`config.mk`:
```
export PLATFORM = sky130hd
export DESIGN_NAME = memory
export DESIGN_NICKNAME = d
export VERILOG_FILES = /design/src/logic/mem_pkg.sv /design/src/logic/avalon_master.sv /design/src/logic/mem_link_fifo.sv /design/src/logic/mem_request_arbiter.sv /design/src/logic/memory.sv /design/src/logic/read_align.sv
export SDC_FILE = /design/constraint.sdc
export NUM_CORES = 1
export LEC_CHECK = 0
export BUFFER_PORTS_ARGS = -buffer_cell sky130_fd_sc_hd__buf_2
export CORE_ASPECT_RATIO = 1.2
export CORE_MARGIN = 3
export CORE_UTILIZATION = 56
export DETAILED_ROUTE_END_ITERATION = 8
export GPL_ROUTABILITY_DRIVEN = 0
export PLACE_DENSITY = 0.8
export SLEW_MARGIN = 10
export SYNTH_ARGS = -nofsm -noshare
export SYNTH_HDL_FRONTEND = slang
export SYNTH_HIERARCHICAL = 1
export SYNTH_SLANG_ARGS = --single-unit
```
`constraint.sdc`:
```
create_clock -name clk -period 4.45 [get_ports clk]
set_input_delay 0.89 -clock clk [delete_from_list [all_inputs] [get_ports clk]]
set_output_delay 0.89 -clock clk [all_outputs]
set_load 0.01 [all_outputs]
```
`src/logic/mem_pkg.sv`:
```
package mem_pkg;

    // ------------------------------------------------------------------------
    // widths with a meaning of their own
    // ------------------------------------------------------------------------

    typedef logic [31:0] addr_t;        // byte address
    typedef logic [29:0] dword_addr_t;  // address bits 31:2
    typedef logic [31:0] data_t;        // one bus dword
    typedef logic [3:0]  byte_en_t;     // lane enables
    typedef logic [1:0]  byte_off_t;    // byte within dword
    typedef logic [2:0]  access_len_t;  // 1, 2 or 4 bytes

    localparam int dword_bytes = $bits(data_t) / 8;

    // ------------------------------------------------------------------------
    // request and response records
    // ------------------------------------------------------------------------

    // one entry of the ordered request stream
    typedef struct packed {
        logic        write;  // 1 = write, 0 = read
        dword_addr_t addr;
        data_t       data;   // already placed in its lanes
        byte_en_t    be;
        byte_off_t   off;    // kept for the read return path
        access_len_t len;
    } mem_req_t;

    // raw read dword plus what is needed to align it
    typedef struct packed {
        data_t       data;
        byte_off_t   off;
        access_len_t len;
    } mem_rsp_t;

endpackage

```
`src/logic/avalon_master.sv`:
```
`timescale 1ns/10ps

module avalon_master (
    input  logic                  clk,
    input  logic                  rst,

    input  logic                  req_valid,
    output logic                  req_ready,
    input  mem_pkg::mem_req_t     req,

    output logic                  rsp_valid,
    input  logic                  rsp_ready,
    output mem_pkg::mem_rsp_t     rsp,

    output logic                  write_done,

    // avalon master
    output mem_pkg::dword_addr_t  avm_address,
    output mem_pkg::data_t        avm_writedata,
    output mem_pkg::byte_en_t     avm_byteenable,
    output logic                  avm_write,
    output logic                  avm_read,

    input  logic                  avm_waitrequest,
    input  logic                  avm_readdatavalid,
    input  mem_pkg::data_t        avm_readdata
);
    import mem_pkg::*;

    typedef enum logic [2:0] {
        st_idle,
        st_write,
        st_read,
        st_read_wait,
        st_respond
    } state_t;

    state_t state;
    logic   pop;

    // ------------------------------------------------------------------------
    // handshakes and command strobes
    // ------------------------------------------------------------------------

    assign req_ready  = (state == st_idle);   // one transfer at a time
    assign pop        = req_valid && req_ready;
    assign avm_write  = (state == st_write);
    assign avm_read   = (state == st_read);
    assign rsp_valid  = (state == st_respond);
    assign write_done = avm_write && !avm_waitrequest;  // bus took the write

    always_ff @(posedge clk) begin
        if (rst) begin
            state <= st_idle;
        end else begin
            case (state)
                st_idle: begin
                    if (pop) state <= req.write ? st_write : st_read;
                end
                st_write: begin
                    if (!avm_waitrequest) state <= st_idle;
                end
                st_read: begin
                    if (!avm_waitrequest) state <= st_read_wait;
                end
                st_read_wait: begin
                    if (avm_readdatavalid) state <= st_respond;
                end
                st_respond: begin
                    if (rsp_ready) state <= st_idle;  // held under back-pressure
                end
                default: state <= st_idle;
            endcase
        end
    end

    // ------------------------------------------------------------------------
    // command and response payload
    // ------------------------------------------------------------------------

    // loaded only at pop, so stable while waitrequest holds the command
    always_ff @(posedge clk) begin
        if (pop) begin
            avm_address    <= req.addr;
            avm_writedata  <= req.data;
            avm_byteenable <= req.be;
            rsp.off        <= req.off;
            rsp.len        <= req.len;
        end
        if (state == st_read_wait && avm_readdatavalid) begin
            rsp.data <= avm_readdata;  // raw dword
        end
    end

endmodule

```
`src/logic/mem_link_fifo.sv`:
```
`timescale 1ns/10ps

module mem_link_fifo #(
    parameter int link_depth = 2
) (
    input  logic              clk,
    input  logic              rst,

    input  logic              in_valid,
    output logic              in_ready,
    input  mem_pkg::mem_req_t in_req,

    output logic              out_valid,
    input  logic              out_ready,
    output mem_pkg::mem_req_t out_req
);
    import mem_pkg::*;

    localparam int ptr_w = (link_depth > 1) ? $clog2(link_depth) : 1;
    localparam int cnt_w = $clog2(link_depth + 1);

    mem_req_t         entries [link_depth];
    logic [ptr_w-1:0] wr_ptr;
    logic [ptr_w-1:0] rd_ptr;
    logic [cnt_w-1:0] count;
    logic             push;
    logic             pop;

    // wraps at any depth, not only powers of two
    function automatic logic [ptr_w-1:0] next_ptr(logic [ptr_w-1:0] ptr);
        return (ptr == ptr_w'(link_depth - 1)) ? '0 : ptr + 1'b1;
    endfunction

    assign in_ready  = (count != cnt_w'(link_depth));
    assign out_valid = (count != '0);
    assign out_req   = entries[rd_ptr];  // head of queue
    assign push      = in_valid && in_ready;
    assign pop       = out_valid && out_ready;

    always_ff @(posedge clk) begin
        if (rst) begin
            wr_ptr <= '0;
            rd_ptr <= '0;
            count  <= '0;
        end else begin
            if (push) wr_ptr <= next_ptr(wr_ptr);
            if (pop)  rd_ptr <= next_ptr(rd_ptr);
            case ({push, pop})
                2'b10:   count <= count + 1'b1;
                2'b01:   count <= count - 1'b1;
                default: count <= count;  // none, or both at once
            endcase
        end
    end

    always_ff @(posedge clk) begin
        if (push) begin
            entries[wr_ptr] <= in_req;
        end
    end

endmodule

```
`src/logic/mem_request_arbiter.sv`:
```
`timescale 1ns/10ps

module mem_request_arbiter (
    input  logic                  clk,
    input  logic                  rst,

    input  logic                  read_valid,
    output logic                  read_ready,
    input  mem_pkg::addr_t        read_address,
    input  mem_pkg::access_len_t  read_length,

    input  logic                  write_valid,
    output logic                  write_ready,
    input  mem_pkg::addr_t        write_address,
    input  mem_pkg::access_len_t  write_length,
    input  mem_pkg::data_t        write_data,

    output logic                  req_valid,
    output mem_pkg::mem_req_t     req,
    input  logic                  req_ready
);
    import mem_pkg::*;

    logic     armed;       // low for the first cycle out of reset
    logic     last_write;  // side served last
    logic     can_load;
    logic     write_wins;
    logic     take;
    addr_t    sel_address;
    mem_req_t next_req;

    // length mask moved up to the offset, lanes past 3 fall off
    function automatic byte_en_t lane_enable(access_len_t len, byte_off_t off);
        logic [4:0] span;
        logic [7:0] placed;
        span   = (5'd1 << len) - 5'd1;
        placed = {3'b000, span} << off;
        return placed[dword_bytes-1:0];
    endfunction

    // ------------------------------------------------------------------------
    // grant
    // ------------------------------------------------------------------------

    assign can_load    = armed && (!req_valid || req_ready);  // empty or draining
    assign write_wins  = write_valid && (!read_valid || !last_write);
    assign write_ready = can_load && write_wins;
    assign read_ready  = can_load && read_valid && !write_wins;
    assign take        = (write_valid && write_ready) || (read_valid && read_ready);

    // ------------------------------------------------------------------------
    // request formation
    // ------------------------------------------------------------------------

    always_comb begin
        sel_address    = write_ready ? write_address : read_address;
        next_req.write = write_ready;
        next_req.addr  = sel_address[31:2];
        next_req.off   = sel_address[1:0];
        next_req.len   = write_ready ? write_length : read_length;
        next_req.be    = lane_enable(next_req.len, next_req.off);
        next_req.data  = write_data << {sel_address[1:0], 3'b000};  // into its lanes
    end

    always_ff @(posedge clk) begin
        if (rst) begin
            armed      <= 1'b0;
            req_valid  <= 1'b0;
            last_write <= 1'b0;
        end else begin
            armed <= 1'b1;
            if (take) begin
                req_valid  <= 1'b1;
                last_write <= write_ready;  // the other side wins a tie next
            end else if (req_ready) begin
                req_valid <= 1'b0;
            end
        end
    end

    always_ff @(posedge clk) begin
        if (take) begin
            req <= next_req;  // payload only
        end
    end

endmodule

```
`src/logic/memory.sv`:
```
`timescale 1ns/10ps

module memory #(
    parameter int link_depth = 2
) (
    input  logic                  clk,
    input  logic                  rst,

    input  logic                  read_valid,
    output logic                  read_ready,
    input  mem_pkg::addr_t        read_address,
    input  mem_pkg::access_len_t  read_length,

    output logic                  rdata_valid,
    input  logic                  rdata_ready,
    output mem_pkg::data_t        read_data,

    input  logic                  write_valid,
    output logic                  write_ready,
    input  mem_pkg::addr_t        write_address,
    input  mem_pkg::access_len_t  write_length,
    input  mem_pkg::data_t        write_data,
    output logic                  write_done,

    // avalon master
    output mem_pkg::dword_addr_t  avm_address,
    output mem_pkg::data_t        avm_writedata,
    output mem_pkg::byte_en_t     avm_byteenable,
    output logic                  avm_write,
    output logic                  avm_read,

    input  logic                  avm_waitrequest,
    input  logic                  avm_readdatavalid,
    input  mem_pkg::data_t        avm_readdata
);
    import mem_pkg::*;

    logic     arb_valid;   // arbiter to link
    logic     arb_ready;
    mem_req_t arb_req;
    logic     link_valid;  // link to bus master
    logic     link_ready;
    mem_req_t link_req;
    logic     rsp_valid;   // bus master to aligner
    logic     rsp_ready;
    mem_rsp_t rsp;

    // ------------------------------------------------------------------------

    mem_request_arbiter arbiter_inst (
        .clk           (clk),
        .rst           (rst),
        .read_valid    (read_valid),
        .read_ready    (read_ready),
        .read_address  (read_address),
        .read_length   (read_length),
        .write_valid   (write_valid),
        .write_ready   (write_ready),
        .write_address (write_address),
        .write_length  (write_length),
        .write_data    (write_data),
        .req_valid     (arb_valid),
        .req           (arb_req),
        .req_ready     (arb_ready)
    );

    mem_link_fifo #(
        .link_depth (link_depth)
    ) link_inst (
        .clk       (clk),
        .rst       (rst),
        .in_valid  (arb_valid),
        .in_ready  (arb_ready),
        .in_req    (arb_req),
        .out_valid (link_valid),
        .out_ready (link_ready),
        .out_req   (link_req)
    );

    // ------------------------------------------------------------------------

    avalon_master avalon_inst (
        .clk               (clk),
        .rst               (rst),
        .req_valid         (link_valid),
        .req_ready         (link_ready),
        .req               (link_req),
        .rsp_valid         (rsp_valid),
        .rsp_ready         (rsp_ready),
        .rsp               (rsp),
        .write_done        (write_done),
        .avm_address       (avm_address),
        .avm_writedata     (avm_writedata),
        .avm_byteenable    (avm_byteenable),
        .avm_write         (avm_write),
        .avm_read          (avm_read),
        .avm_waitrequest   (avm_waitrequest),
        .avm_readdatavalid (avm_readdatavalid),
        .avm_readdata      (avm_readdata)
    );

    read_align align_inst (
        .clk         (clk),
        .rst         (rst),
        .rsp_valid   (rsp_valid),
        .rsp_ready   (rsp_ready),
        .rsp         (rsp),
        .rdata_valid (rdata_valid),
        .rdata_ready (rdata_ready),
        .read_data   (read_data)
    );

endmodule

```
`src/logic/read_align.sv`:
```
`timescale 1ns/10ps

module read_align (
    input  logic              clk,
    input  logic              rst,

    input  logic              rsp_valid,
    output logic              rsp_ready,
    input  mem_pkg::mem_rsp_t rsp,

    output logic              rdata_valid,
    input  logic              rdata_ready,
    output mem_pkg::data_t    read_data
);
    import mem_pkg::*;

    data_t shifted;
    data_t aligned;
    logic  load;

    // requested bytes moved down to byte 0, the rest cleared
    always_comb begin
        shifted = rsp.data >> {rsp.off, 3'b000};  // lanes past 3 shift in as zero
        for (int i = 0; i < dword_bytes; i++) begin
            aligned[i*8 +: 8] = (i < rsp.len) ? shifted[i*8 +: 8] : 8'h00;
        end
    end

    assign rsp_ready = !rdata_valid || rdata_ready;  // free or emptying
    assign load      = rsp_valid && rsp_ready;

    always_ff @(posedge clk) begin
        if (rst) begin
            rdata_valid <= 1'b0;
        end else if (load) begin
            rdata_valid <= 1'b1;
        end else if (rdata_ready) begin
            rdata_valid <= 1'b0;
        end
    end

    always_ff @(posedge clk) begin
        if (load) begin
            read_data <= aligned;
        end
    end

endmodule

```
### Yosys cells after proc, flatten, opt, wreduce, memory -nomap -nowiden

Memory sizes are Yosys's and may differ from the RTL's. A register that Yosys moved wholly into a read port is not among the register bits.
Cells that the tools add are included.

* word-level logic and storage cells: 99
* output and inout port bits: 104
* memory bits (writable): 144
* memories kept: 1
* register bits: 218
* input bits: 141

Memory list
* link_inst.entries: depth 2, bits a word 72, rd ports 1, clocked after Yosys merged registers in 1, write ports 1, RTL line mem_link_fifo.sv:22 `mem_req_t entries [link_depth];`

* reduce and logical (&&, ||, !) cells: 28
* eq/ne operators: 12
* shifts and indexed selects: 4
* add/subtract/negate cells: 5
* order comparisons: 4
* muxes and demuxes: 21

Operator list (count)
* $mux W32: 1
* $shl A32 B5 Y32: 1
* $shr A32 B5 Y32: 1
* $mux W3: 6
* $pmux W3 S5: 1
* $logic_and A1 B1 Y1: 12
* $ne A2 B2 Y1 const B: 6
* $mux W1: 11
* $reduce_bool A2 Y1: 4
* $eq A3 B2 Y1 const B: 2
* $logic_not A1 Y1: 6
* $lt A1 B3 Y1 const A: 2
* $lt A2 B3 Y1 const A: 2
* $reduce_and A5 Y1: 1
* $shl A1 B3 Y5 const A: 1
* $shl A5 B2 Y4: 1
* $sub A5 B1 Y5 const B: 1
* $logic_or A1 B1 Y1: 4
* $pmux W2 S2: 1
* $eq A3 B1 Y1 const B: 1
* $eq A3 B3 Y1 const B: 1
* $logic_not A3 Y1: 1
* $add A1 B1 Y1 const B: 2
* $add A2 B1 Y2 const B: 1
* 4 further kinds: 4

### Logic depth before layout (Yosys ltp)

Gate-level depths: netlist (run 1).

* depth in word-level cells: 8
* mapped depth: 14
* mapped depth without buffers: 12

### By module

The synthesis (run 1) kept the hierarchy.

Modules (own cells, without submodules)
* mem_link_fifo: cells each 248, area each 5397.7 µm², seq. area each 4424.2 µm², instances 1
* mem_request_arbiter: cells each 303, area each 3469.6 µm², seq. area each 2222.1 µm², instances 1
* avalon_master: cells each 131, area each 3340.7 µm², seq. area each 3153.0 µm², instances 1
* read_align: cells each 125, area each 1624.1 µm², seq. area each 980.9 µm², instances 1

### Worst setup path after synthesis (run 1)

No wires, ideal clock.

* kind: input -> register
* from: input port read_valid
* to: register arbiter_inst/req[0] (netlist bit), enable pin
* required time: 4.018 ns
* arrival time: 3.234 ns
* setup slack: 0.784 ns
* setup time: 0.432 ns
* stages on the path: 6
* buffers on the path: 3
* cell sequence: nand2_1 > nand4_4 > buf_2 > buf_2 > buf_2 > nand2_1

* longest elaborated chain between the ends: 7
* elaborated cells on any way between the ends: 10
* classes of those cells: reduce/logical: 10

RTL lines
* start, declared: RTL line memory.sv:9 `input logic read_valid,`
* $logic_not A1 Y1: RTL line mem_request_arbiter.sv:46 `assign write_wins = write_valid && (!read_valid || !last_write);`
* $logic_or A1 B1 Y1: RTL line mem_request_arbiter.sv:46
* $logic_and A1 B1 Y1: RTL line mem_request_arbiter.sv:46
* $logic_not A1 Y1: RTL line mem_request_arbiter.sv:48 `assign read_ready = can_load && read_valid && !write_wins;`
* $logic_and A1 B1 Y1: RTL line mem_request_arbiter.sv:48
* $logic_and A1 B1 Y1: RTL line mem_request_arbiter.sv:49 `assign take = (write_valid && write_ready) || (read_valid && read_ready);`
* $logic_or A1 B1 Y1 *: RTL line mem_request_arbiter.sv:49
* via arbiter_inst.take: RTL line mem_request_arbiter.sv:28 `logic take;`
* end signal, assigned: RTL line mem_request_arbiter.sv:83 `req <= next_req;`
* end, declared: RTL line mem_request_arbiter.sv:19 `output mem_pkg::mem_req_t req,`

Mark *: on every way through the listed nets, which the timed path passes. The rest lies on a longest branch.
A chain may end at the register's enable or synchronous reset.

### Final worst setup path (run 1)

* from: register link_inst.count[0]
* to: output port write_ready

* longest elaborated chain between the ends: 4

RTL lines
* start, declared: RTL line mem_link_fifo.sv:25 `logic [cnt_w-1:0] count;`
* start signal, assigned: RTL line mem_link_fifo.sv:49 `2'b10: count <= count + 1'b1;`
* start signal, assigned: RTL line mem_link_fifo.sv:50 `2'b01: count <= count - 1'b1;`
* start signal, assigned: RTL line mem_link_fifo.sv:51 `default: count <= count;`
* $ne A2 B2 Y1: RTL line mem_link_fifo.sv:34 `assign in_ready = (count != cnt_w'(link_depth));`
* via arb_ready: RTL line memory.sv:39 `logic arb_ready;`
* $logic_or A1 B1 Y1: RTL line mem_request_arbiter.sv:45 `assign can_load = armed && (!req_valid || req_ready);`
* $logic_and A1 B1 Y1: RTL line mem_request_arbiter.sv:45
* $logic_and A1 B1 Y1: RTL line mem_request_arbiter.sv:47 `assign write_ready = can_load && write_wins;`
* end, declared: RTL line memory.sv:19 `output logic write_ready,`

The timed path passes the listed nets, and every way through them passes these cells.

==> results.py, run 1 <==
metrics = {
    "sta": {
        "sum_neg_setup_slack_ps": 0,
        "fmax_mhz": 313,
        "final_min_period_over_clock_period_pct": 71.7,
        "grt_setup_unrepaired": "no",
        "hold_violations": 0,
        "timing.final.crit_period_ps": 3190,
        "report.final.setup_viol": 0,
        "finClkSkew_ps": 12.8,
        "final_hold_slack_ps": 442,
        "final_max_slew_viol_count": 0,
        "timing_worst_slew_pin_value_ps": 1120,
        "slew_headroom_pct": 25.1,
    },
    "clock_tree": {
        "tritoncts_num_sinks": 363,
        "post-cts-setup-buffers": 0,
        "post_cts_resize_count": 0,
        "clk_pin_slew_ps": 60,
        "ctsHtreeMaxLevel": 2,
        "post_cts_hold_buffer_count": 0,
        "cts_made_buffers": 37,
        "clock_insertion_delay_worst_skew_ps": 510,
        "tritoncts": "yes",
        "ctsLongestPathBuffers": 3,
        "buffer_type_at_the_clock_tree_root": "clkbuf_16",
    },
    "floorplan": {
        "starting_density_pct": 57.3,
        "chipWidth_microns": 149,
        "floorplan.rows": 62,
        "core-area_sq_um": 24100,
        "floorplan.die.height_microns": 178,
        "top_level_ports": 245,
        "overall_die_area_sq_um": 26600,
    },
    "route": {
        "detailedRoute.firstPassIterationCount": 5,
        "final_antenna_net_count": 0,
        "detail_route.drc_violations": 0,
        "detail_route.iter0.violations": 464,
        "drt-wirelength-per-cell_microns": 18.8,
        "detail_route.wirelength_microns": 26600,
        "route.vias.total": 7592,
        "routed_via_density": 5.35,
    },
    "yosys": {
        "synthDominantAreaCellType": "edfxtp_1",
        "synth_simple_gate_area_share_pct": 6.98,
        "yosys_warnings": 6,
        "synth_top_family_by_area": "multiplexers",
        "synth_area_per_cell_sq_um": 17.1,
        "synth_edf_count": 351,
        "ys_seq_elements": 363,
        "muxShareOfSynthArea_pct": 9.54,
        "netlist_area_sq_um": 13800,
        "synthesis.nets": 950,
        "ys_top_cells_by_area": "edfxtp_1 76%, mux2_2 6.1%, nand2_1 3.3%",
        "synth-async-reset-ratio_pct": 0,
        "synth_seq_area_share_pct": 77.9,
        "synth-main-ff-cell": "edfxtp_1",
        "synth.lib_cells_used.distinct": 52,
        "synth_compound_area_share_pct": 3.55,
        "synth_adder_area_share_pct": 0.181,
        "post_synth_xor_area_fraction_pct": 0.190,
        "post_synth_inst_count": 807,
        "synth_top_area_share_pct": 76.2,
    },
    "setup_path": {
        "cp-end-kind": "output port",
        "cpLargestDelayFamily": "simple AND/OR/NAND/NOR gates",
        "timing.critical_path.fanout_max": 31,
        "required_ps": 3560,
        "worstSetupStartpoint": "link_inst/count[0]",
        "worst_r2r_path_depth": 7,
        "timing.critical_path.from_type": "flip-flop",
        "rr_endpoint": "arbiter_inst/req[8]",
        "critical_path.endpoint": "write_ready",
        "cpMaxStageDelayCell": "dfxtp_1",
        "crit_type": "reg -> out",
        "crit_path_max_incr_delay_ps": 410,
        "cp_data_arrival_time_ps": 2300,
        "timing.critical_path.cells": "nand2b_1 -> nand2b_2 -> nand4_4 -> buf_4 -> inv_1 -> buf_2",
        "cp_bufs_invs": 3,
        "critical_path.reg2reg.startpoint": "link_inst/count[0]",
        "worst-path-stages": 6,
        "internal_reg_to_reg_setup_slack_ps": 1510,
    },
    "grt": {
        "grt_pass1_wl_microns": 40200,
        "global_route_total_overflow": 0,
        "grt_resource_usage_total_pct": 19.7,
        "grt_max_degree": 73,
        "grt_pass1_vias": 7402,
        "grt_antenna_before_repair": 9,
    },
    "power_and_ir_drop": {
        "p_leak_nw": 6.26,
        "power_per_cell_area_nw_per_um2": 562,
        "worst_supply_voltage_drop_on_vdd_uv": 406,
    },
    "layout": {
        "number_of_fill_cells": 1536,
        "final_nets": 1213,
        "flow.area_growth_from_synthesis_pct": 20.1,
        "final_layout_size_suffix_gt1_share_pct": 36.7,
    },
    "worst_hold_path": {
        "hold_path_class": "reg -> reg",
        "timing.hold.worst.start": "arbiter_inst/req[44]",
    },
    "place": {
        "place.detailed.hpwl_microns": 16900,
        "place.port_buffers": 244,
    },
    "status": {
        "run_status": "finished clean",
    },
    "flow_run": {
        "timing.max_cap.violations": 0,
    },
}
-- flip-flops by register name (all words and copies together) (netlist names), named ones only --
register	count
align_inst/rdata_valid	1
align_inst/read_data	32
arbiter_inst/armed	1
arbiter_inst/last_write	1
arbiter_inst/req	72
arbiter_inst/req_valid	1
avalon_inst/avm_address	30
avalon_inst/avm_byteenable	4
avalon_inst/avm_writedata	32
avalon_inst/rsp	37
avalon_inst/state	3
link_inst/count	2
link_inst/entries	144
link_inst/rd_ptr	1
link_inst/wr_ptr	1
-- routing by layer --
layer  GRT usage [%]  vias to the layer above  share of wire [%]  wire, microns
met4            7.36                       16                3.4            918
li1                -                     3560                  -              -
met2            32.9                      301                 49          13200
met1            24.6                     3639                 39          10300
met3            5.57                       76                8.1           2150
met5               0                        -               0.35             92
-- cell usage after synthesis (6+ instances only) --
cell type	number
mux2_2	75
nor2b_1	17
and2_1	10
dfxtp_1	12
edfxtp_1	351
nor2_1	31
a211oi_1	19
inv_1	11
a2bb2oi_1	6
mux2i_1	43
buf_2	18
a21oi_1	19
nand2_1	121
o2bb2ai_1	9
-- kinds of logic after synthesis --
group | after synthesis
AO/OA/AOI/OAI | 68
XOR/XNOR | 3
adder cells (fa/ha/maj) | 2
buffers and inverters | 42
flip-flops | 363
multiplexers | 120
AND/OR/NAND/NOR | 209
-- worst min path at each step --
stage                                     endpoint  slack [ps]  cells after the start
final                     link_inst/entries[1][44]         440                      0
after CTS                 link_inst/entries[1][44]         440                      0
after global placement    link_inst/entries[1][62]         420                      0
after global routing      link_inst/entries[0][44]         450                      0
after floorplan            link_inst/entries[0][0]         420                      0
after detailed placement  link_inst/entries[1][44]         430                      0
-- cells in the final DEF (no fill, tap or decap), types with 4 or more instances in the layout --
cell / instances
buf_4: 8
nand2_1: 120
mux2_2: 75
a2bb2oi_1: 6
and2_1: 9
inv_1: 10
a21oi_1: 19
nand2b_1: 5
bufinv_16: 4
nand3b_1: 4
nor2b_1: 17
nor2_1: 31
clkbuf_1: 9
clkbuf_16: 39
buf_2: 244
edfxtp_1: 351
clkinv_1: 4
nor3_1: 4
clkinv_2: 7
a211oi_1: 19
mux2i_1: 43
o2bb2ai_1: 9
dfxtp_1: 11
-- worst register-to-register path: cells and delay by family, from the launching register on --
kind                   cells  cell delay, ps
buffers and inverters      1             270
DFF                        1             410
muxes                      2             960
AOI/OAI and AO/OA          1             410
and+or+nand+nor            3             750
-- report_power, final --
group	total [mW]	switching, mW	internal (mW)
Combinational	1.51	0.845	0.667
Sequential	4.72	0.298	4.42
Clock	3.10	1.22	1.89
Total	9.34	2.36	6.98
-- area by class of cell --
class | count | area, sq um | share of cell area [%]
clock inverters | 16 | 181 | 1.09
inverters | 14 | 67.6 | 0.407
well taps | 320 | 400 | 2.41
flip-flops and latches | 363 | 10800 | 64.9
multi-input cells | 402 | 2840 | 17.1
diodes | 1 | 2.50 | 0.0151
clock buffers | 51 | 1050 | 6.33
repair buffers | 252 | 1280 | 7.71
-- metrics by stage --
| stage | instances | instance area, sq um | power, mW | utilization, % | setup slack, ps |
|---|---|---|---|---|---|
| global placement | 1351 | 15400 | 6.26 | 63.7 | 1290 |
| floorplan | 807 | 13800 | 5.74 | - | 784 |
| finish | 1419 | 16600 | 9.34 | 68.9 | 1260 |
| CTS | 1418 | 16600 | 9.43 | 68.8 | 1240 |
| global route | 1419 | 16600 | 9.74 | 68.9 | 1090 |
| detailed placement | 1351 | 15400 | 6.33 | 63.7 | 1230 |
(Power assumes the default switching activity.)
==> inputs of run 2 (changes only) <==
ABC_AREA = 1   (was default)
clock period = 2.95 ns   (was 4.45 ns; I/O delays follow)
==> results.py, run 2 <==
metrics = {
    "route": {
        "detail_route.drc_violations": 0,
        "final_antenna_net_count": 0,
        "detailedRoute.firstPassIterationCount": 5,
        "routed_via_density": 5.24,
        "detail_route.iter0.violations": 676,
        "route.vias.total": 8417,
        "detail_route.wirelength_microns": 29200,
        "drt-wirelength-per-cell_microns": 18.2,
    },
    "power_and_ir_drop": {
        "worst_supply_voltage_drop_on_vdd_uv": 561,
        "power_per_cell_area_nw_per_um2": 870,
        "internal_power_component_mw": 10.9,
        "power_switching_mw": 4.05,
        "seq_power_share_pct": 48.0,
        "p_leak_nw": 6.95,
        "combinationalPowerShare_pct": 20.6,
        "power_share_of_the_clock_group_pct": 31.4,
        "switching_share_pct": 27.1,
    },
    "setup_path": {
        "crit_path_max_incr_delay_ps": 520,
        "timing.critical_path.cells": "inv_1 -> nand2_1 -> inv_1 -> nand2_2 -> nand2_2 -> nor2_4 -> buf_4 -> o21ai_2 -> inv_2 -> nand4_1 -> nand2_1 -> nor2_1",
        "cpLargestDelayFamily": "buffers and inverters",
        "required_ps": 3190,
        "worst_r2r_path_depth": 12,
        "cp-end-kind": "flip-flop",
        "cp_bufs_invs": 4,
        "cpMaxStageDelayCell": "inv_2",
        "worst-path-stages": 12,
        "crit_type": "reg -> reg",
        "cp_data_arrival_time_ps": 2800,
        "timing.critical_path.fanout_max": 41,
        "timing.critical_path.from_type": "flip-flop",
    },
    "sta": {
        "finClkSkew_ps": 20.8,
        "final_min_period_over_clock_period_pct": 86.7,
        "timing_worst_slew_pin_value_ps": 877,
        "fmax_mhz": 391,
        "postLayoutSetupSlackWorst_ps": 391,
        "timing.final.crit_period_ps": 2560,
        "slew_headroom_pct": 41.5,
        "report.final.setup_viol": 0,
        "final_max_slew_viol_count": 0,
        "hold_violations": 0,
        "grt_setup_unrepaired": "no",
    },
    "layout": {
        "postLayoutCoreUtil_pct": 68.6,
        "final_layout_size_suffix_gt1_share_pct": 33.6,
        "mostFrequentLayoutCells": "351 x edfxtp_1, 247 x nand2_1, 244 x buf_2",
        "flow.area_growth_from_synthesis_pct": 18.9,
        "number_of_fill_cells": 1703,
        "top_regs": "link_inst/entries: 144 flops, arbiter_inst/req: 72 flops, avalon_inst/rsp: 37 flops",
        "top_register": "link_inst/entries",
        "layout.cells.most_common": "edfxtp_1",
        "final_nets": 1395,
        "largest_register_ff_count": 144,
    },
    "yosys": {
        "yosys.cell_count.top_type": "edfxtp_1",
        "synth_area_per_cell_sq_um": 14.7,
        "synth_edf_count": 351,
        "synthDominantAreaCellType": "edfxtp_1",
        "synth-async-reset-ratio_pct": 0,
        "synth-main-ff-cell": "edfxtp_1",
        "synthesis.nets": 1129,
        "netlist_area_sq_um": 14500,
        "post_synth_inst_count": 986,
        "ys_seq_elements": 363,
        "synth_top_area_share_pct": 72.9,
        "synth_seq_area_share_pct": 74.5,
        "commonest_cells_in_the_synthesized_netlist": "351 x edfxtp_1, 248 x nand2_1, 76 x nor2_1",
        "yosys_warnings": 6,
        "synth.lib_cells_used.distinct": 34,
        "ys_top_cells_by_area": "edfxtp_1 73%, mux2_4 7.3%, nand2_1 6.4%",
    },
    "floorplan": {
        "floorplan.rows": 63,
        "top_level_ports": 245,
        "overall_die_area_sq_um": 27800,
        "starting_density_pct": 57.7,
        "floorplan.die.height_microns": 182,
        "core-area_sq_um": 25100,
        "chipWidth_microns": 153,
    },
    "place": {
        "place.detailed.hpwl_microns": 19700,
        "post-place-ws_ps": 307,
        "place.port_buffers": 244,
    },
    "status": {
        "run_status": "finished clean",
    },
    "clock_tree": {
        "ctsLongestPathBuffers": 3,
        "tritoncts_num_sinks": 363,
        "clk_pin_slew_ps": 60,
        "buffer_type_at_the_clock_tree_root": "clkbuf_16",
        "post-cts-setup-buffers": 0,
        "cts_made_buffers": 37,
        "post_cts_hold_buffer_count": 0,
        "ctsHtreeMaxLevel": 2,
        "tritoncts": "yes",
        "clock_insertion_delay_worst_skew_ps": 510,
        "post_cts_resize_count": 0,
    },
    "grt": {
        "global_route_total_overflow": 0,
        "grt_resource_usage_total_pct": 20.5,
        "grt_pass1_vias": 8427,
        "grt_max_degree": 54,
        "grt_antenna_before_repair": 4,
        "grt_pass1_wl_microns": 44900,
    },
    "flow_run": {
        "timing.max_cap.violations": 0,
    },
    "worst_hold_path": {
        "holdPathStages": 1,
        "hold_path_class": "in -> reg",
    },
}
run 2: cell count changes after synthesis, moves of 17 or more:
cell,change
o21ai_0,+21
inv_1,+42
nor2_1,+45
mux2_4,+70
a211oi_1,-19
mux2i_1,-43
nand3_1,+27
nand2_1,+127
nor2b_1,-17
mux2_2,-73
run 2: final cells by class:
type / instances / area [sq um] / share of cell area (%)
Timing Repair Buffer: 264 / 1410 / 8.19
Inverter: 60 / 230 / 1.34
Tap cell: 325 / 407 / 2.36
Multi-Input combinational cell: 526 / 3140 / 18.2
Antenna cell: 1 / 2.50 / 0.0145
Clock inverter: 17 / 214 / 1.24
Sequential cell: 363 / 10800 / 62.7
Clock buffer: 50 / 1020 / 5.91
run 2: cells by family (layout without fill, tap and decap cells):
family | after synthesis | count (layout) | share of synthesized area (%)
simple gates | 394 | 394 | 11.5
compound gates | 58 | 58 | 2.34
fa+ha+maj | 2 | 2 | 0.173
other cells | 0 | 1 | 0
flops | 363 | 363 | 74.5
mux | 72 | 72 | 7.42
buf+inv | 97 | 391 | 4.07
run 2: through the flow:
stage	hold slack [ps]	cell area, sq um	TNS, ps	cells	power (mW)
6_report	247	17200	0	1606	15.0
5_1_grt	226	17200	0	1606	15.6
4_1_cts	227	17200	0	1605	15.1
3_5_place_dp	430	16000	0	1538	10.4
3_3_place_gp	421	16000	0	1538	10.3
2_1_floorplan	421	14500	-166030	986	9.53
run 2: power by group through the flow:
stage               Combinational, mW  Sequential (mW)  Clock, mW
floorplan                        2.27             7.26          0
global placement                 3.00             7.27          0
detailed placement               3.09             7.30          0
CTS                              3.12             7.20       4.79
global route                     3.38             7.26       4.99
finish                           3.09             7.18       4.70
run 2: per-layer routing:
| layer | track usage (%) | part of all wire, % | vias to the layer above |
|---|---|---|---|
| li1 | - | - | 3982 |
| met1 | 25.6 | 39 | 3978 |
| met2 | 36.3 | 51 | 392 |
| met3 | 4.27 | 7.7 | 59 |
| met4 | 6.31 | 2.2 | 6 |
| met5 | 0 | 0.13 | - |
run 2: final timing paths:
check | startpoint | end | slack, ps
hold / removal | avm_readdata[2] | avalon_inst/rsp[7] | 250
hold reg to reg | arbiter_inst/req[1] | link_inst/entries[1][1] | 440
setup reg to reg | link_inst/count[0] | arbiter_inst/req[6] | 390
setup / recovery | link_inst/count[0] | arbiter_inst/req[6] | 390
